--- src/hdl/conv_geometry_pkg.sv ---
package conv_geometry_pkg;

	//////////////////////////////
	// Layer geometry
	//////////////////////////////
	localparam int IMAGE_WIDTH     = 6;
	localparam int IMAGE_HEIGHT    = 6;
	localparam int KERNEL          = 3;
	localparam int CHANNEL_NUM_IN  = 2;
	localparam int CHANNEL_NUM_OUT = 2;
	localparam int WEIGHT_COUNT    = CHANNEL_NUM_OUT * CHANNEL_NUM_IN * KERNEL * KERNEL;

	// Output queue depth, power of two so the pointers wrap by themselves
	localparam int FIFO_DEPTH      = 4;

	//////////////////////////////
	// Counters and indices
	//////////////////////////////
	typedef logic [$clog2(IMAGE_WIDTH)-1:0]     col_t;
	typedef logic [$clog2(IMAGE_HEIGHT)-1:0]    row_t;
	typedef logic [$clog2(CHANNEL_NUM_IN)-1:0]  chan_in_t;
	typedef logic [$clog2(CHANNEL_NUM_OUT)-1:0] chan_out_t;
	typedef logic [$clog2(WEIGHT_COUNT)-1:0]    weight_idx_t;
	typedef logic [$clog2(FIFO_DEPTH)-1:0]      fifo_ptr_t;
	typedef logic [$clog2(FIFO_DEPTH+1)-1:0]    fifo_count_t;

endpackage

--- src/hdl/conv_format_pkg.sv ---
package conv_format_pkg;

	//////////////////////////////
	// Word widths
	//////////////////////////////
	localparam int PIXEL_WIDTH   = 8;
	localparam int WEIGHT_WIDTH  = 8;
	localparam int PRODUCT_WIDTH = PIXEL_WIDTH + WEIGHT_WIDTH;
	// Holds 18 full-scale products without wrapping
	localparam int SUM_WIDTH     = 20;

	typedef logic signed [PIXEL_WIDTH-1:0]   pixel_t;
	typedef logic signed [WEIGHT_WIDTH-1:0]  weight_t;
	typedef logic signed [PRODUCT_WIDTH-1:0] product_t;
	typedef logic signed [SUM_WIDTH-1:0]     sum_t;

	//////////////////////////////
	// Bundles
	//////////////////////////////
	// Taps per input channel, row 0 is the oldest row, column 0 the leftmost
	typedef struct packed {
		pixel_t [conv_geometry_pkg::CHANNEL_NUM_IN-1:0][conv_geometry_pkg::KERNEL-1:0]
			[conv_geometry_pkg::KERNEL-1:0] px;
	} window_t;

	// Kernel set, flat load order maps straight onto this layout
	typedef struct packed {
		weight_t [conv_geometry_pkg::CHANNEL_NUM_OUT-1:0][conv_geometry_pkg::CHANNEL_NUM_IN-1:0]
			[conv_geometry_pkg::KERNEL-1:0][conv_geometry_pkg::KERNEL-1:0] w;
	} weight_set_t;

	// One sum per output channel
	typedef struct packed {
		sum_t [conv_geometry_pkg::CHANNEL_NUM_OUT-1:0] ch;
	} sum_vec_t;

endpackage

--- src/hdl/conv_output_serializer.sv ---
`timescale 1ns/1ps

module conv_output_serializer (
	input  logic                      clk,
	input  logic                      reset,
	input  conv_format_pkg::sum_vec_t sums,
	input  logic                      sums_valid,
	output conv_format_pkg::sum_t     pxl_out,
	output logic                      valid_out
);
	import conv_format_pkg::*;
	import conv_geometry_pkg::*;

	sum_vec_t    fifo_mem [FIFO_DEPTH];
	fifo_ptr_t   wr_ptr;
	fifo_ptr_t   rd_ptr;
	fifo_count_t count;
	chan_out_t   sel;
	logic        push;
	logic        pop;

	assign push      = sums_valid;
	assign valid_out = (count != '0);
	// Entry retires with its last channel
	assign pop       = valid_out && (sel == chan_out_t'(CHANNEL_NUM_OUT - 1));
	assign pxl_out   = fifo_mem[rd_ptr].ch[sel];

	//////////////////////////////
	// Queue storage
	//////////////////////////////
	always_ff @(posedge clk) begin
		if (push) begin
			fifo_mem[wr_ptr] <= sums;
		end
	end

	always_ff @(posedge clk) begin
		if (reset) begin
			wr_ptr <= '0;
			rd_ptr <= '0;
			count  <= '0;
			sel    <= '0;
		end else begin
			if (push) wr_ptr <= wr_ptr + 1'b1;
			if (pop) rd_ptr <= rd_ptr + 1'b1;
			// Channel select steps on every emitted value
			if (valid_out) sel <= pop ? '0 : sel + 1'b1;
			case ({push, pop})
				2'b10:   count <= count + 1'b1;
				2'b01:   count <= count - 1'b1;
				default: count <= count;
			endcase
		end
	end

	//////////////////////////////
	// Checks
	//////////////////////////////
	no_overflow: assert property (@(posedge clk) disable iff (reset)
		push |-> (count != fifo_count_t'(FIFO_DEPTH)))
		else $error("sum vector written into a full queue");

	// An empty queue never leaves a vector half emitted
	no_pop_when_empty: assert property (@(posedge clk) disable iff (reset)
		(count == '0) |-> (sel == '0))
		else $error("channel select advanced with the queue empty");

endmodule

--- config.mk ---
export PLATFORM = sky130hd
export DESIGN_NAME = conv_output_serializer
export DESIGN_NICKNAME = d
export VERILOG_FILES = /design/src/hdl/conv_geometry_pkg.sv /design/src/hdl/conv_format_pkg.sv /design/src/hdl/conv_output_serializer.sv
export SDC_FILE = /design/constraint.sdc
export NUM_CORES = 1
export LEC_CHECK = 0
export ABC_AREA = 1
export ABC_CLOCK_PERIOD_IN_PS = 2500
export BUFFER_PORTS_ARGS = -buffer_cell sky130_fd_sc_hd__buf_4
export CORE_MARGIN = 2
export CORE_UTILIZATION = 44
export CTS_BUF_LIST = sky130_fd_sc_hd__clkbuf_8
export CTS_CLUSTER_DIAMETER = 200
export DETAILED_ROUTE_END_ITERATION = 8
export HOLD_SLACK_MARGIN = 0.1
export PLACE_DENSITY_LB_ADDON = 0.3
export SLEW_MARGIN = 20
export SYNTH_ARGS = -nofsm -noshare
export SYNTH_HDL_FRONTEND = slang
export SYNTH_SLANG_ARGS = --single-unit
export TNS_END_PERCENT = 20
--- constraint.sdc ---
create_clock -name clk -period 2.5 [get_ports clk]
set_input_delay 0.125 -clock clk [delete_from_list [all_inputs] [get_ports clk]]
set_output_delay 0.125 -clock clk [all_outputs]
set_load 0.005 [all_outputs]
==> results.cfg <==
[die]
initial_core_util = 0.450
die_area_sq_um = 17900
io_pins = 64
fp.dieW_um = 134
core_sq_um = 16500
rows = 47
die_h_um = 134

[cts]
clockBufferDepth = 2
cts.repair.resized = 0
worstSkewPairLatency_ns = 0.45
postCtsSetupBuffers = 0
cts_root_buf = clkbuf_8
tritoncts = yes
ctsHtreeMaxLevel = 4
clk_pin_slew_ns = 0.08
cts_sinks = 170
cts_hold_buf = 42
cts_made_buffers = 17

[timing]
finalHoldViolations = 0
post-route-min-period_ns = 2.16
drv_slew = 0
max_freq_mhz = 464
period_share = 0.862
worstMarginPinSlew_ns = 0.654
finClkSkew_ns = 0.00995
slew_headroom = 0.564
finalSetupViolations = 0
setup_slack_ns = 0.345
totalNegativeSetupSlack_ns = 0
rsz0062_at_grt = no

[worst_setup_path]
slowest_stage = dfxtp_2
cp-start-kind = flop
crit_chain = buf_4 -> nand2_1 -> nand2_1 -> nand2_1 -> nand2_1 -> nand2_1 -> nand2_1 -> buf_4
crit_fanout = 26
r2r.worst_path.cells = 12
cp_data_required_time_ns = 2.38
cp.arrival_ns = 2.03
cpPeakStageDelay_ns = 0.58
path_common_cell = nand2_1
critPathKind = flop to output port
end_kind = output port

[hold_path]
hold_class = input pin to flop
hold_depth = 3

[final_layout]
finalNonFillerCells = 1042
final_nets = 858
drive_gt1_frac = 0.200
syn_to_final_growth_pct = 18.6
multi_input_area_sq_um = 1910
n_antenna_cell = 0
seqCellArea_sq_um = 5010
fill_cells = 1428

[logic_synthesis]
syn_area_sq_um = 7430
synthArstFlopShare = 0
syn-instance-count = 702
ys_warn_count = 0
synth_seq_area_share = 0.674
netlist_top_cells_area = edfxtp_1 65%, nand2_1 17%, nand2_2 5.1%, inv_1 3.0%, dfxtp_1 2.7%
syn_area_per_cell_sq_um = 10.6
synth_area_leader_cell = edfxtp_1
synth.most_common_cell = nand2_1
synth_cell_types = 17
syn_nets = 751
synthTopCellsByCount = 335 x nand2_1, 160 x edfxtp_1, 60 x nand2_2, 59 x inv_1, 23 x nand3_1
ys_seq_elements = 170
synth_top_flop_cell = edfxtp_1
synth_enable_flop_cells = 160
synth_top_area_frac = 0.647

[place]
place_inst = 968
dpl.hpwl_mm = 9.53
place.port_buffers = 63
post-place-ws_ns = 0.674
globalplace.congestion = 0.804

[detailed_routing]
wire_per_inst_um = 15.0
firstDrtPassIters = 5
postRouteAntennaNets = 0
drcViolationCount = 0
wl_mm = 15.6
drt_iter0_drc = 268
vias = 4957
viasPerCell = 4.76

[outcome]
status = completed

[power]
p_leak_nw = 3.84
power.density_nw_per_um2 = 835
max-vdd-ir-drop_uv = 697

[global_routing]
grt_pass1_wl_mm = 24.8
overflow = 0
antenna_found_initial = 0
grt_pass1_vias = 4992
track_usage = 0.184
grt_max_degree = 81

[job]
cap_violations = 0
worst max-delay path, delay by kind of cell, from the launching register on:
family	cells	cell delay [ns]
AND/OR/NAND/NOR	6	0.49
buffers and inverters	2	0.50
flip-flops	1	0.58
flip-flops by register name, indices dropped and copies added, names as in the netlist, named ones only:
register / cells
count: 3
fifo_mem: 160
rd_ptr: 2
sel: 1
wr_ptr: 2
metrics by stage:
step	power (mW)	utilization	hold slack [ns]	instance area, sq um
2_1_floorplan	4.95	-	0.203	7430
3_3_place_gp	5.56	0.487	0.303	8040
3_5_place_dp	5.62	0.487	0.313	8040
4_1_cts	7.41	0.533	0.360	8810
5_1_grt	7.83	0.533	0.383	8810
6_report	7.36	0.533	0.395	8810
cells in the final DEF (no fill, tap or decap), drive strengths merged:
cell type,Yosys,layout
buf,29,77
ha,5,5
inv,60,64
dlygate4sd3,0,42
clkinvlp,0,1
bufinv,0,2
a21oi,5,5
clkinv,0,8
nand3,23,23
nand2,395,395
nor2,7,7
o21ai,5,5
edfxtp,160,160
dfxtp,10,10
clkbuf,2,17
fa,1,1
area by class of cell:
| class | instances | area share |
|---|---|---|
| Inverter | 60 | 0.0270 |
| Tap cell | 220 | 0.0312 |
| Clock inverter | 15 | 0.0135 |
| Timing Repair Buffer | 119 | 0.118 |
| Clock buffer | 17 | 0.0265 |
| Multi-Input combinational cell | 441 | 0.216 |
| Sequential cell | 170 | 0.568 |
final timing paths:
kind	startpoint	endpoint	slack, ns
setup reg to reg	count[1]$_SDFFE_PP0P_	count[2]$_SDFFE_PP0P_	0.60
setup / recovery	flop	pxl_out[9]	0.34
hold reg to reg	rd_ptr[1]$_SDFFE_PP0P_	rd_ptr[1]$_SDFFE_PP0P_	0.52
hold / removal	reset	rd_ptr[1]$_SDFFE_PP0P_	0.39
metal layers:
layer	share of wire	GRT usage	vias up
met5	0	0	-
met4	0.0084	0.0526	0
met3	0.064	0.0537	14
met2	0.50	0.318	140
met1	0.43	0.225	2363
li1	-	-	2440
power by group:
part,total [mW],leakage [nW],switching (mW),internal (mW)
clock network,1.75,0.196,0.900,0.851
logic,2.24,2.09,1.40,0.838
registers,3.37,1.55,0.0935,3.27
cell families (layout without fill, tap and decap cells):
family | count (synthesis) | in the layout | share of synthesized area
AOI/OAI and AO/OA | 10 | 10 | 0.00673
DFF | 170 | 170 | 0.674
buffers and inverters | 91 | 211 | 0.0699
adders and majority gates | 6 | 6 | 0.0111
and+or+nand+nor | 425 | 425 | 0.239
(Power assumes the default switching activity.)
