==> src/hdl/conv_geometry_pkg.sv <==
package conv_geometry_pkg;

	//////////////////////////////
	// Layer geometry
	//////////////////////////////
	localparam int IMAGE_WIDTH     = 6;
	localparam int IMAGE_HEIGHT    = 6;
	localparam int KERNEL          = 3;
	localparam int CHANNEL_NUM_IN  = 2;
	localparam int CHANNEL_NUM_OUT = 2;
	localparam int WEIGHT_COUNT    = CHANNEL_NUM_OUT * CHANNEL_NUM_IN * KERNEL * KERNEL;

	// Output queue depth, power of two so the pointers wrap by themselves
	localparam int FIFO_DEPTH      = 4;

	//////////////////////////////
	// Counters and indices
	//////////////////////////////
	typedef logic [$clog2(IMAGE_WIDTH)-1:0]     col_t;
	typedef logic [$clog2(IMAGE_HEIGHT)-1:0]    row_t;
	typedef logic [$clog2(CHANNEL_NUM_IN)-1:0]  chan_in_t;
	typedef logic [$clog2(CHANNEL_NUM_OUT)-1:0] chan_out_t;
	typedef logic [$clog2(WEIGHT_COUNT)-1:0]    weight_idx_t;
	typedef logic [$clog2(FIFO_DEPTH)-1:0]      fifo_ptr_t;
	typedef logic [$clog2(FIFO_DEPTH+1)-1:0]    fifo_count_t;

endpackage

==> src/hdl/conv_format_pkg.sv <==
package conv_format_pkg;

	//////////////////////////////
	// Word widths
	//////////////////////////////
	localparam int PIXEL_WIDTH   = 8;
	localparam int WEIGHT_WIDTH  = 8;
	localparam int PRODUCT_WIDTH = PIXEL_WIDTH + WEIGHT_WIDTH;
	// Holds 18 full-scale products without wrapping
	localparam int SUM_WIDTH     = 20;

	typedef logic signed [PIXEL_WIDTH-1:0]   pixel_t;
	typedef logic signed [WEIGHT_WIDTH-1:0]  weight_t;
	typedef logic signed [PRODUCT_WIDTH-1:0] product_t;
	typedef logic signed [SUM_WIDTH-1:0]     sum_t;

	//////////////////////////////
	// Bundles
	//////////////////////////////
	// Taps per input channel, row 0 is the oldest row, column 0 the leftmost
	typedef struct packed {
		pixel_t [conv_geometry_pkg::CHANNEL_NUM_IN-1:0][conv_geometry_pkg::KERNEL-1:0]
			[conv_geometry_pkg::KERNEL-1:0] px;
	} window_t;

	// Kernel set, flat load order maps straight onto this layout
	typedef struct packed {
		weight_t [conv_geometry_pkg::CHANNEL_NUM_OUT-1:0][conv_geometry_pkg::CHANNEL_NUM_IN-1:0]
			[conv_geometry_pkg::KERNEL-1:0][conv_geometry_pkg::KERNEL-1:0] w;
	} weight_set_t;

	// One sum per output channel
	typedef struct packed {
		sum_t [conv_geometry_pkg::CHANNEL_NUM_OUT-1:0] ch;
	} sum_vec_t;

endpackage

==> src/hdl/conv_line_buffer.sv <==
`timescale 1ns/1ps

module conv_line_buffer (
	input  logic                     clk,
	input  logic                     reset,
	input  logic                     weights_loaded,
	input  logic                     pixel_valid,
	input  conv_format_pkg::pixel_t  pixel_data,
	output conv_format_pkg::window_t window,
	output logic                     window_valid
);
	import conv_format_pkg::*;
	import conv_geometry_pkg::*;

	chan_in_t chan;
	col_t     col;
	row_t     row;
	logic     pixel_en;
	logic     last_chan;
	logic     last_col;
	logic     last_row;
	logic     in_image;

	// Previous two rows of each channel indexed by column
	pixel_t line_prev [CHANNEL_NUM_IN][IMAGE_WIDTH];
	pixel_t line_old  [CHANNEL_NUM_IN][IMAGE_WIDTH];

	// Pixels count only once the kernel set is in place
	assign pixel_en  = pixel_valid && weights_loaded;
	assign last_chan = (chan == chan_in_t'(CHANNEL_NUM_IN - 1));
	assign last_col  = (col == col_t'(IMAGE_WIDTH - 1));
	assign last_row  = (row == row_t'(IMAGE_HEIGHT - 1));
	// No padding so the window must lie inside the image
	assign in_image  = (col >= col_t'(KERNEL - 1)) && (row >= row_t'(KERNEL - 1));

	//////////////////////////////
	// Position counters
	//////////////////////////////
	always_ff @(posedge clk) begin
		if (reset) begin
			chan <= '0;
			col  <= '0;
			row  <= '0;
		end else if (pixel_en) begin
			if (last_chan) begin
				chan <= '0;
				if (last_col) begin
					col <= '0;
					// Wrap to the next frame
					row <= last_row ? '0 : row + 1'b1;
				end else begin
					col <= col + 1'b1;
				end
			end else begin
				chan <= chan + 1'b1;
			end
		end
	end

	//////////////////////////////
	// Line memories and window
	//////////////////////////////
	always_ff @(posedge clk) begin
		if (pixel_en) begin
			// Shift this channel's taps one column left
			for (int r = 0; r < KERNEL; r++) begin
				for (int k = 0; k < KERNEL - 1; k++) begin
					window.px[chan][r][k] <= window.px[chan][r][k + 1];
				end
			end
			window.px[chan][0][KERNEL-1]        <= line_old[chan][col];
			window.px[chan][1][KERNEL-1]        <= line_prev[chan][col];
			window.px[chan][KERNEL-1][KERNEL-1] <= pixel_data;

			// Every column is rewritten each row, so no stale rows survive a frame
			line_old[chan][col]  <= line_prev[chan][col];
			line_prev[chan][col] <= pixel_data;
		end
	end

	// Pulse after the last channel of an in-image pixel
	always_ff @(posedge clk) begin
		if (reset) begin
			window_valid <= 1'b0;
		end else begin
			window_valid <= pixel_en && last_chan && in_image;
		end
	end

	//////////////////////////////
	// Checks
	//////////////////////////////
	pixel_after_load: assert property (@(posedge clk) disable iff (reset)
		pixel_valid |-> weights_loaded)
		else $error("pixel strobe arrived before the kernel set was loaded");

	counters_in_range: assert property (@(posedge clk) disable iff (reset)
		(col < col_t'(IMAGE_WIDTH)) && (row < row_t'(IMAGE_HEIGHT)))
		else $error("position counters left the image");

endmodule

==> config.mk <==
export PLATFORM = sky130hd
export DESIGN_NAME = conv_line_buffer
export DESIGN_NICKNAME = d
export VERILOG_FILES = /design/src/hdl/conv_geometry_pkg.sv /design/src/hdl/conv_format_pkg.sv /design/src/hdl/conv_line_buffer.sv
export SDC_FILE = /design/constraint.sdc
export NUM_CORES = 1
export LEC_CHECK = 0
export ABC_CLOCK_PERIOD_IN_PS = 4750
export BUFFER_PORTS_ARGS = -buffer_cell sky130_fd_sc_hd__buf_2
export CORE_MARGIN = 2
export CORE_UTILIZATION = 57
export CTS_CLUSTER_SIZE = 25
export DETAILED_ROUTE_END_ITERATION = 12
export PLACE_DENSITY = 0.78
export RECOVER_POWER = 100
export SLEW_MARGIN = 20
export SYNTH_ARGS = -nofsm -noshare
export SYNTH_HDL_FRONTEND = slang
export SYNTH_SLANG_ARGS = --single-unit
==> constraint.sdc <==
create_clock -name clk -period 4.75 [get_ports clk]
set_clock_uncertainty 0.15 [all_clocks]
set_input_delay 0.95 -clock clk [delete_from_list [all_inputs] [get_ports clk]]
set_output_delay 0.95 -clock clk [all_outputs]
set_load 0.03 [all_outputs]
==> metrics.yaml <==
status: "finished, violations left"
violations: "max-capacitance violations, max-slew violations"
wl_per_cell_um: 22.5
clock.fmax_mhz: 270
core_area_um2: 21900
syn_area_um2: 12800
cts_sinks: 345
syn_to_final_growth_pct: 14.5
first_pass_iters: 4
startpoint_type: "flop"
fp.dieW_um: 154
finalWorstSetupSlack_ns: 1.04
setup_viol: 0
yosys.cell_types.count: 36
layout.nets: 792
clkTransAtPathRegs_ns: 0.06
drt-initial-drc-count: 565
final_max_slew_viol_count: 198
critical_path_class: "flop to flop"
grt_pass1_wl_mm: 37.1
cts-root-buf: "clkbuf_16"
placed_area_um2: 13900
design_area_um2: 14600
finalWirelength_mm: 24.4
hpwl_mm: 14.7
post_cts_buffers: 0
crit_path_end_kind: "flop"
dieArea_um2: 23700
clockBufferDepth: 3
fin_util: 0.669
grt_max_degree: 73
start_util: 0.584
rows: 54
worst_pin_slew_ns: 1.80
io_buffers: 156
final.setup.tns_ns: 0
clock_latency_ns: 0.51
drive_gt1_frac: 0.138
cts_resized: 0
overflow: 0
post-route-drc-count: 0
cts_hold_buf: 0
fin_crit_sh: 0.781
slew_headroom: -0.201
hold_path_class: "flop to flop"
cts_tree: "built"
num_io_pins: 157
postRouteAntennaNets: 0
synth_fp_nets: 616
antenna_found_initial: 0
finalHoldViolCount: 0
ir_drop_mv: 0.203
seq_area_frac_synth: 0.803
grt_pass1_vias: 6464
antenna-diode-count: 0
vias_per_cell: 5.92
cap_viol_max_count: 3
period_needed_ns: 3.71
syn-instance-count: 602
gp_congestion: 0.791
num_vias: 6402
fillCellCount: 1436
critPathArrivalTime_ns: 3.66
ys_ff_latch: 345
place_ws_ns: 1.80
rsz0062_at_grt: "no"
power_density_nw_per_um2: 431
htree_levels: 2
synth_area_per_cell_um2: 21.2
synth_warnings: 0
worstPathRequired_ns: 4.70
power_leakage_uw: 0.00456
track_usage: 0.203
fp.dieH_um: 154
critPathMaxFanout: 69
cts_buffers: 34
==> path summary, 6_finish.rpt <==
kind	startpoint	endpoint	slack [ns]	depth (start not counted)
max	chan	line_prev[1][12]	1.04	4
min	row[2]	row[2]	0.38	2
max reg2reg	chan	line_prev[1][12]	1.04	4
min reg2reg	row[2]	row[2]	0.38	2
==> kinds of logic after synthesis <==
| group | Yosys count | synth area share |
|---|---|---|
| xor+xnor | 3 | 0.00205 |
| buf+inv | 34 | 0.0162 |
| simple gates | 52 | 0.0229 |
| flops | 345 | 0.803 |
| compound gates | 53 | 0.0286 |
| fa+ha+maj | 2 | 0.00196 |
| mux | 113 | 0.125 |
==> cell usage in the layout (no fill, tap or decap), types with 2 or more instances in the layout <==
cell type	count
edfxtp_1	336
clkbuf_1	172
clkbuf_16	35
mux2i_1	33
mux4_2	29
mux2_1	28
mux2_2	20
o22a_1	16
a22oi_1	16
nor2_1	12
o21ai_0	10
nor2b_1	9
o21ai_1	8
dfxtp_1	8
buf_4	7
clkinv_2	6
and2_0	5
nand2_1	4
nor3_1	4
inv_1	3
and2_1	3
mux4_1	3
a21oi_1	3
clkinv_1	3
buf_2	3
nor2_2	2
or3_1	2
nand3_1	2
xnor2_1	2
or4_1	2
nand4b_1	2
clkbuf_8	2
clkbuf_2	2
==> power breakdown <==
group          switching [µW]  leakage (µW)  internal (µW)
sequential               44.8       0.00312           3450
combinational             266      0.000944            123
clock                    1040      0.000494           1390
==> critical path, stage by stage (launching register included) <==
cell and delay (ns):
dfxtp_1 0.32, clkbuf_2 1.20, nand4_1 0.39, nor3_1 0.27
clkbuf_1 0.94
==> synthesized netlist by cell type, drive strengths merged <==
master / n / area [µm²]
edfxtp: 336 / 10100
mux2: 48 / 541
mux2i: 33 / 330
mux4: 32 / 732
buf: 22 / 161
o21ai: 18 / 90.1
a22oi: 16 / 120
o22a: 16 / 140
nor2: 14 / 55.1
clkbuf: 9 / 35.0
dfxtp: 9 / 180
nor2b: 9 / 56.3
and2: 8 / 50.1
nand2: 4 / 15.0
nor3: 4 / 20.0
a21oi: 3 / 15.0
inv: 3 / 11.3
ha: 2 / 25.0
nand2b: 2 / 20.0
nand3: 2 / 10.0
nand4b: 2 / 17.5
or3: 2 / 12.5
or4: 2 / 15.0
xnor2: 2 / 17.5
nand4: 1 / 6.26
nor4: 1 / 6.26
nor4b: 1 / 8.76
xor2: 1 / 8.76
==> sequential cells by signal, indices dropped and copies added (netlist names), named ones only <==
signal        flops
window_valid      1
chan              1
line_old         96
row               3
line_prev        96
col               3
window          144
==> per-layer routing <==
metal | vias up | wire (µm) | global-route usage
li1 | 2790 | - | -
met1 | 3327 | 10200 | 0.279
met2 | 254 | 12300 | 0.337
met3 | 31 | 1540 | 0.0417
met4 | 0 | 368 | 0.0572
met5 | - | 0 | 0
==> layout make-up <==
class,instances,area [µm²],area share
Clock buffer,50,952,0.0650
Clock inverter,10,50.0,0.00342
Inverter,3,11.3,0.000769
Multi-Input combinational cell,223,2330,0.159
Sequential cell,345,10300,0.702
Tap cell,280,350,0.0239
Timing Repair Buffer,171,674,0.0461
==> stage by stage <==
step / hold WS (ns) / power, µW / instances
6_report: 0.380 / 6310 / 1082
5_1_grt: 0.406 / 6480 / 1082
4_1_cts: 0.364 / 6360 / 1082
3_5_place_dp: 0.357 / 3960 / 1022
3_3_place_gp: 0.327 / 3940 / 1022
2_1_floorplan: 0.320 / 3840 / 602
(Power assumes the default switching activity.)
