===== src/hdl/conv_geometry_pkg.sv =====
package conv_geometry_pkg;

	//////////////////////////////
	// Layer geometry
	//////////////////////////////
	localparam int IMAGE_WIDTH     = 6;
	localparam int IMAGE_HEIGHT    = 6;
	localparam int KERNEL          = 3;
	localparam int CHANNEL_NUM_IN  = 2;
	localparam int CHANNEL_NUM_OUT = 2;
	localparam int WEIGHT_COUNT    = CHANNEL_NUM_OUT * CHANNEL_NUM_IN * KERNEL * KERNEL;

	// Output queue depth, power of two so the pointers wrap by themselves
	localparam int FIFO_DEPTH      = 4;

	//////////////////////////////
	// Counters and indices
	//////////////////////////////
	typedef logic [$clog2(IMAGE_WIDTH)-1:0]     col_t;
	typedef logic [$clog2(IMAGE_HEIGHT)-1:0]    row_t;
	typedef logic [$clog2(CHANNEL_NUM_IN)-1:0]  chan_in_t;
	typedef logic [$clog2(CHANNEL_NUM_OUT)-1:0] chan_out_t;
	typedef logic [$clog2(WEIGHT_COUNT)-1:0]    weight_idx_t;
	typedef logic [$clog2(FIFO_DEPTH)-1:0]      fifo_ptr_t;
	typedef logic [$clog2(FIFO_DEPTH+1)-1:0]    fifo_count_t;

endpackage


===== src/hdl/conv_format_pkg.sv =====
package conv_format_pkg;

	//////////////////////////////
	// Word widths
	//////////////////////////////
	localparam int PIXEL_WIDTH   = 8;
	localparam int WEIGHT_WIDTH  = 8;
	localparam int PRODUCT_WIDTH = PIXEL_WIDTH + WEIGHT_WIDTH;
	// Holds 18 full-scale products without wrapping
	localparam int SUM_WIDTH     = 20;

	typedef logic signed [PIXEL_WIDTH-1:0]   pixel_t;
	typedef logic signed [WEIGHT_WIDTH-1:0]  weight_t;
	typedef logic signed [PRODUCT_WIDTH-1:0] product_t;
	typedef logic signed [SUM_WIDTH-1:0]     sum_t;

	//////////////////////////////
	// Bundles
	//////////////////////////////
	// Taps per input channel, row 0 is the oldest row, column 0 the leftmost
	typedef struct packed {
		pixel_t [conv_geometry_pkg::CHANNEL_NUM_IN-1:0][conv_geometry_pkg::KERNEL-1:0]
			[conv_geometry_pkg::KERNEL-1:0] px;
	} window_t;

	// Kernel set, flat load order maps straight onto this layout
	typedef struct packed {
		weight_t [conv_geometry_pkg::CHANNEL_NUM_OUT-1:0][conv_geometry_pkg::CHANNEL_NUM_IN-1:0]
			[conv_geometry_pkg::KERNEL-1:0][conv_geometry_pkg::KERNEL-1:0] w;
	} weight_set_t;

	// One sum per output channel
	typedef struct packed {
		sum_t [conv_geometry_pkg::CHANNEL_NUM_OUT-1:0] ch;
	} sum_vec_t;

endpackage


===== src/hdl/conv_weight_store.sv =====
`timescale 1ns/1ps

module conv_weight_store (
	input  logic                         clk,
	input  logic                         reset,
	input  logic                         weight_valid,
	input  conv_format_pkg::weight_t     weight_data,
	output conv_format_pkg::weight_set_t weight_set,
	output logic                         weights_loaded
);
	import conv_format_pkg::*;
	import conv_geometry_pkg::*;

	weight_idx_t                load_idx;
	logic                       load_en;
	// Flat bank in load order, index 0 at the bottom
	weight_t [WEIGHT_COUNT-1:0] bank;

	// Kernel set is frozen once complete
	assign load_en = weight_valid && !weights_loaded;

	//////////////////////////////
	// Load sequencing
	//////////////////////////////
	always_ff @(posedge clk) begin
		if (reset) begin
			load_idx       <= '0;
			weights_loaded <= 1'b0;
		end else if (load_en) begin
			load_idx <= load_idx + 1'b1;
			if (load_idx == weight_idx_t'(WEIGHT_COUNT - 1)) begin
				weights_loaded <= 1'b1;
			end
		end
	end

	always_ff @(posedge clk) begin
		if (load_en) begin
			bank[load_idx] <= weight_data;
		end
	end

	// Output channel, input channel, row, column order matches the struct layout
	assign weight_set = weight_set_t'(bank);

	no_reload: assert property (@(posedge clk) disable iff (reset)
		weight_valid |-> !weights_loaded)
		else $error("weight strobe after the kernel set was complete");

endmodule


===== config.mk =====
export PLATFORM = sky130hd
export DESIGN_NAME = conv_weight_store
export DESIGN_NICKNAME = d
export VERILOG_FILES = /design/src/hdl/conv_geometry_pkg.sv /design/src/hdl/conv_format_pkg.sv /design/src/hdl/conv_weight_store.sv
export SDC_FILE = /design/constraint.sdc
export NUM_CORES = 1
export LEC_CHECK = 0
export ABC_AREA = 0
export BUFFER_PORTS_ARGS = -buffer_cell sky130_fd_sc_hd__buf_4
export CAP_MARGIN = 20
export CORE_AREA = 5 5 143 145
export DETAILED_ROUTE_END_ITERATION = 6
export DIE_AREA = 0 0 148 150
export GPL_ROUTABILITY_DRIVEN = 1
export PLACE_DENSITY = 0.82
export SLEW_MARGIN = 20
export SYNTH_ARGS = -nofsm -noshare
export SYNTH_HDL_FRONTEND = slang
export SYNTH_SLANG_ARGS = --single-unit
export TNS_END_PERCENT = 1

===== constraint.sdc =====
create_clock -name clk -period 2 [get_ports clk]
set_input_delay 0.3 -clock clk [delete_from_list [all_inputs] [get_ports clk]]
set_output_delay 0.3 -clock clk [all_outputs]
set_load 0.005 [all_outputs]

==> results of run 1 <==
## worst max path at each step
stage	start	to	depth (start not counted)
3_5_place_dp	weight_valid	weight_set[77]$_DFFE_PP_	5
5_1_grt	weights_loaded$_SDFFE_PP0P_	weight_set[75]$_DFFE_PP_	4
3_3_place_gp	weight_valid	weight_set[73]$_DFFE_PP_	5
2_1_floorplan	weights_loaded$_SDFFE_PP0P_	weight_set[64]$_DFFE_PP_	3
4_1_cts	load_idx[3]$_SDFFE_PP0P_	weight_set[41]$_DFFE_PP_	3
6_report	load_idx[3]$_SDFFE_PP0P_	weight_set[46]$_DFFE_PP_	3
## through the flow
stage                     hold slack, ns  area [um2]  setup WS [ns]  instances
after floorplan                    0.399        9260          0.176        387
after global placement             0.509       12100          0.306        957
after detailed placement           0.527       12100          0.294        957
after CTS                          0.161       13000          0.315       1009
after global routing               0.200       13000          0.210       1009
final                              0.186       13000          0.313       1009
## power groups by stage
stage	Clock, mW	Sequential (mW)	Combinational [mW]
after floorplan	0	6.97	0.0477
after global placement	0	6.97	0.252
after detailed placement	0	6.97	0.261
after CTS	5.21	6.84	0.263
after global routing	5.51	6.83	0.279
final	5.11	6.84	0.258
## cells in the mapped netlist, drive strengths merged
| library cell | instances | share of area, % |
|---|---|---|
| a21oi | 3 | 0.20 |
| and3b | 1 | 0.095 |
| buf | 2 | 0.16 |
| clkbuf | 4 | 0.18 |
| dfxtp | 7 | 1.5 |
| edfxtp | 288 | 93 |
| ha | 1 | 0.14 |
| inv | 2 | 0.081 |
| mux2 | 1 | 0.12 |
| mux2i | 1 | 0.11 |
| nand2 | 9 | 0.36 |
| nand2b | 3 | 0.20 |
| nand3 | 3 | 0.16 |
| nand3b | 3 | 0.24 |
| nand4 | 2 | 0.14 |
| nand4b | 1 | 0.095 |
| nor2 | 40 | 1.6 |
| nor2b | 4 | 0.27 |
| nor3 | 2 | 0.11 |
| nor3b | 1 | 0.081 |
| o21ai | 2 | 0.11 |
| or3 | 4 | 0.27 |
| or3b | 1 | 0.12 |
| xnor2 | 1 | 0.095 |
| xor2 | 1 | 0.095 |
## cell type report
type,instances,area share [%]
timing repair buffer,339,19.6
sequential,295,67.8
multi-input combinational,84,3.31
inverter,2,0.0579
clock buffer,37,5.83
tap,238,2.30
clock inverter,14,1.12
## state kept, by name, indices dropped and copies added (netlist names)
name / flops
load_idx: 6
weight_set: 288
weights_loaded: 1
## layout by cell type, fill, tap and decap left out, types with 4 or more instances in the layout
cell type,instances
clkbuf_16,29
or3_1,4
nand2_1,9
clkinv_1,6
buf_4,338
dfxtp_1,7
edfxtp_1,288
nor2b_1,4
nor2_1,40
clkbuf_1,8
## worst min-delay path: stages
cell	delay (ns)
buf_4	0.13
nand2_1	0.05
or3_1	0.12
a21oi_2	0.05
## per-layer routing
layer	GRT usage [%]	vias to the layer above	part of all wire [%]
met5	0	-	0
met4	5.73	0	2.4
li1	-	2228	-
met1	24.9	2569	36
met3	5.36	36	8.1
met2	37.4	250	53
## cells by family after synthesis
logic type,Yosys count,synth area share [%]
flip-flops,295,94.9
AND/OR/NAND/NOR,74,3.77
buffers and inverters,8,0.419
AO/OA/AOI/OAI,5,0.311
XOR/XNOR,2,0.189
multiplexers,2,0.230
adder cells (fa/ha/maj),1,0.135
## what timing repair did
action / 4_1_cts / 5_1_grt
endpoints found under the hold margin: 3 / 0
endpoints found under the setup margin: 0 / 0
hold buffers: 1 / 0
==> flow_summary.toml, run 1 <==
[pwr]
swShare_pct = 18.6
internal-power_mw = 9.93
power_mw = 12.2
seqPwrFrac_pct = 56.0
p_clk_share_pct = 41.9
p_per_area_nw_per_um2 = 941
leakage_nw = 4.88
power_frac_comb_pct = 2.1
switchingPower_mw = 2.27
ir_drop_v = 0.000722

[die]
io_pins = 300
die_w_um = 148
die-area_um2 = 22200
coreArea_um2 = 19100
initial_core_util_pct = 48.5
row_count = 51
fp.dieH_um = 150

[synthesis]
syn_inst = 387
synth_warnings = 0
syn-num-nets = 399
synth-seq-area-share_pct = 94.9
synth_cell_types = 28
syn_avg_cell_area_um2 = 23.9
netlist_area_um2 = 9260
synth-seq-cells = 295

[detailed_routing]
route.detailed.drc = 0
via_per_inst = 5.04
vias = 5083
drtPass1Iterations = 4
drt_iter0_markers = 302
wirelength_um = 23800
wire_per_inst_um = 23.6
antenna_left = 0

[clock_tree]
cts_tree = "done"
cts.path.max_buffers = 3
cts.sinks = 295
ctsHtreeMaxLevel = 1
clock_latency_ns = 0.52
cts_root_buffer = "clkbuf_16"
cts.clk_slew.worst_paths_ns = 0.06
cts_made_buffers = 28
cts_setup_buffers = 0
cts_resized = 0

[cells_and_area]
areaGrowthSynthToFinish_pct = 40.1
regArea_um2 = 8790
multiInputGateArea_um2 = 429
final_nets = 762
n_fill_cell = 1235
drive_gt1_share_pct = 49.0
n_antenna_cell = 0
fin_util_pct = 68.0

[critical_path]
cp.arrival_ns = 1.92
slowest_delay_ns = 0.61
crit_buf_inv = 1
r2r-start = "load_idx[3]$_SDFFE_PP0P_"
cp_cell_sequence = "or3_1, nor2_1, buf_4"
path_max_fanout = 10
critPathLaunchType = "flip-flop"
end_kind = "flip-flop"
critPathKind = "flip-flop to flip-flop"
slowest_stage = "or3_1"
cp_top_family = "simple AND/OR/NAND/NOR gates"
reg2reg_slack_ns = 0.31
worstReg2RegEnd = "weight_set[46]$_DFFE_PP_"
reg2reg_depth = 3
cp.required_ns = 2.23

[worst_hold_path]
hold_class = "primary input to flip-flop"
hold_start = "weight_valid"
worstHoldEndpoint = "weights_loaded$_SDFFE_PP0P_"
holdPathStages = 4

[timing]
finalSetupTns_ns = 0
fin_skew_ns = 0.00747
setup_viol = 0
min_period_over_period_pct = 84.3
fmax_mhz = 593
relSlewSlack_pct = 65.3
hold_violations = 0
finalCriticalPeriod_ns = 1.69
slew_violations = 0
rsz0062_at_grt = "no"
tightest_slew_ns = 0.521

[global_routing]
grt_pass1_wl_um = 34000
grt_pass1_vias = 5286
grt_max_degree = 37
track_usage_pct = 20.7
grt_overflow_total = 0
antenna_found_initial = 0

[outcome]
status = "finished clean"

[placed_design]
portBuffers = 299
globalplace.congestion = 0.750
dp_hpwl_um = 15300

[run]
drv_cap = 0
(Power assumes the default switching activity.)
==> inputs of run 2 (changes only) <==
Settings changed: CORE_AREA 5 5 143 145 to 5 5 150 152, DIE_AREA 0 0 148 150 to 0 0 155 157, PLACE_DENSITY 0.82 to 0.79.
Clock period 2 ns to 1.4 ns, I/O delays scaled along.
==> run 2 against run 1 <==
The run now ends with negative setup slack left. Critical path type unchanged. Largest power group unchanged. Worst setup slack worse by 0.41 ns. Die area grew 9.6%. Highest routed layer unchanged. Register-to-register slack worse by 0.41 ns.
==> flow_summary.toml, run 2 (synthesis gave the netlist of run 1 again) <==
[outcome]
status = "complete, but fails checks"
violations = "negative setup slack"

[die]
row_count = 53
io_pins = 300
die-area_um2 = 24300
die_w_um = 155
fp.dieH_um = 157
initial_core_util_pct = 44.3
coreArea_um2 = 20900

[timing]
hold_violations = 0
slew_violations = 0
finalSetupTns_ns = -6.32
rsz0062_at_grt = "yes"
setup_viol = 184
relSlewSlack_pct = 64.0
finalCriticalPeriod_ns = 1.49
worst_slack_ns = -0.0946
tightest_slew_ns = 0.540
fmax_mhz = 669
fin_skew_ns = 0.0105
min_period_over_period_pct = 107

[pwr]
ir_drop_v = 0.00111
p_per_area_nw_per_um2 = 1260
leakage_nw = 5.00
power_mw = 17.1

[critical_path]
slowest_stage = "or3b_4"
r2r-start = "load_idx[5]$_SDFFE_PP0P_"
end_kind = "flip-flop"
worstReg2RegEnd = "weight_set[281]$_DFFE_PP_"
cp.arrival_ns = 1.72
cp_common_cell = "buf_6"
critPathLaunchType = "flip-flop"
cp-startpoint = "load_idx[5]$_SDFFE_PP0P_"
critPathKind = "flip-flop to flip-flop"
reg2reg_depth = 4
cp_cell_sequence = "buf_6, or3b_4, nor2_2, buf_6"
path_depth = 4
cp.required_ns = 1.63
cp_top_family = "simple AND/OR/NAND/NOR gates"
critPathCapture = "weight_set[281]$_DFFE_PP_"
reg2reg_slack_ns = -0.09
slowest_delay_ns = 0.46
path_max_fanout = 8
crit_buf_inv = 2

[global_routing]
grt_pass1_wl_um = 33900
track_usage_pct = 18.6
grt_max_degree = 37
antenna_found_initial = 0
grt_overflow_total = 0
grt_pass1_vias = 5419

[detailed_routing]
vias = 5134
wire_per_inst_um = 22.4
drt_iter0_markers = 247
route.detailed.drc = 0
via_per_inst = 4.88
drtPass1Iterations = 4
antenna_left = 0
wirelength_um = 23500

[run]
drv_cap = 0

[placed_design]
dp_hpwl_um = 15500
pre_cts_ws_ns = -0.181
globalplace.congestion = 0.806
portBuffers = 299

[cells_and_area]
final_cell_mix = "buf_4, edfxtp_1, clkbuf_16, nor2_4, buf_6"
layout_commonest_cell = "buf_4"
n_fill_cell = 1426
n_antenna_cell = 0
drive_gt1_share_pct = 57.9
largest_reg_flops = 288
final_nets = 770
areaGrowthSynthToFinish_pct = 46.7

[clock_tree]
cts.path.max_buffers = 3
clock_latency_ns = 0.51
cts_made_buffers = 27
ctsHtreeMaxLevel = 1
cts.clk_slew.worst_paths_ns = 0.06
cts_tree = "done"
cts.sinks = 295
cts_root_buffer = "clkbuf_16"

[worst_hold_path]
hold_class = "primary input to flip-flop"
run 2: cell types whose count changed in the layout (fill, tap and decap cells not counted), sizes merged:
cell    before  now
clkbuf      37   30
buf        338  347
inv          3    2
clkinv      10   14
run 2: metrics by stage:
step	utilization (%)	instances	hold slack [ns]	cell area (um2)
5_1_grt	65.0	1051	0.0650	13600
3_5_place_dp	59.5	1004	0.433	12400
2_1_floorplan	-	387	0.309	9420
4_1_cts	64.5	1051	0.0507	13500
3_3_place_gp	59.5	1004	0.426	12400
6_report	65.0	1051	0.0763	13600
run 2: what timing repair did:
action | CTS | global route
pin swaps | 10 | 7
gates resized for setup | 52 | 27
hold buffers | 1 | 0
buffers inserted | 0 | 0
endpoints found under the hold margin | 6 | 0
endpoints found under the setup margin | 289 | 291
run 2: metal layers:
metal	vias to the layer above	share of wire, %	global-route usage [%]
met5	-	0	0
met4	0	2.4	5.17
met3	40	7.6	5.39
met2	219	52	32.8
met1	2629	38	22.4
li1	2246	-	-
run 2: worst min path at each step:
stage | start | to | cells after the start | slack (ns)
3_3_place_gp | reset | weights_loaded$_SDFFE_PP0P_ | 2 | 0.43
3_5_place_dp | reset | weights_loaded$_SDFFE_PP0P_ | 2 | 0.43
6_report | weight_valid | weights_loaded$_SDFFE_PP0P_ | 4 | 0.08
2_1_floorplan | weight_data[0] | weight_set[0]$_DFFE_PP_ | 0 | 0.31
5_1_grt | weight_valid | weights_loaded$_SDFFE_PP0P_ | 4 | 0.06
4_1_cts | weight_valid | weights_loaded$_SDFFE_PP0P_ | 4 | 0.05
run 2: tightest hold or removal path: stages:
cell and delay (ns):
buf_4 0.13, nand2_1 0.07, or3_4 0.11, a21oi_2 0.04
run 2: power breakdown:
part | leakage (nW) | switching (mW) | internal [mW]
clock | 0.417 | 2.86 | 4.06
sequential | 2.65 | 0.0256 | 9.74
combinational | 1.93 | 0.305 | 0.123
total | 5.00 | 3.19 | 13.9
run 2: area by class of cell:
cell class	count	area [um2]	area share, %
clock inverter	17	155	1.14
inverter	2	12.5	0.0921
sequential	295	8800	64.8
clock buffer	30	687	5.06
multi-input combinational	84	771	5.68
tap	275	344	2.53
timing repair buffer	348	2810	20.7
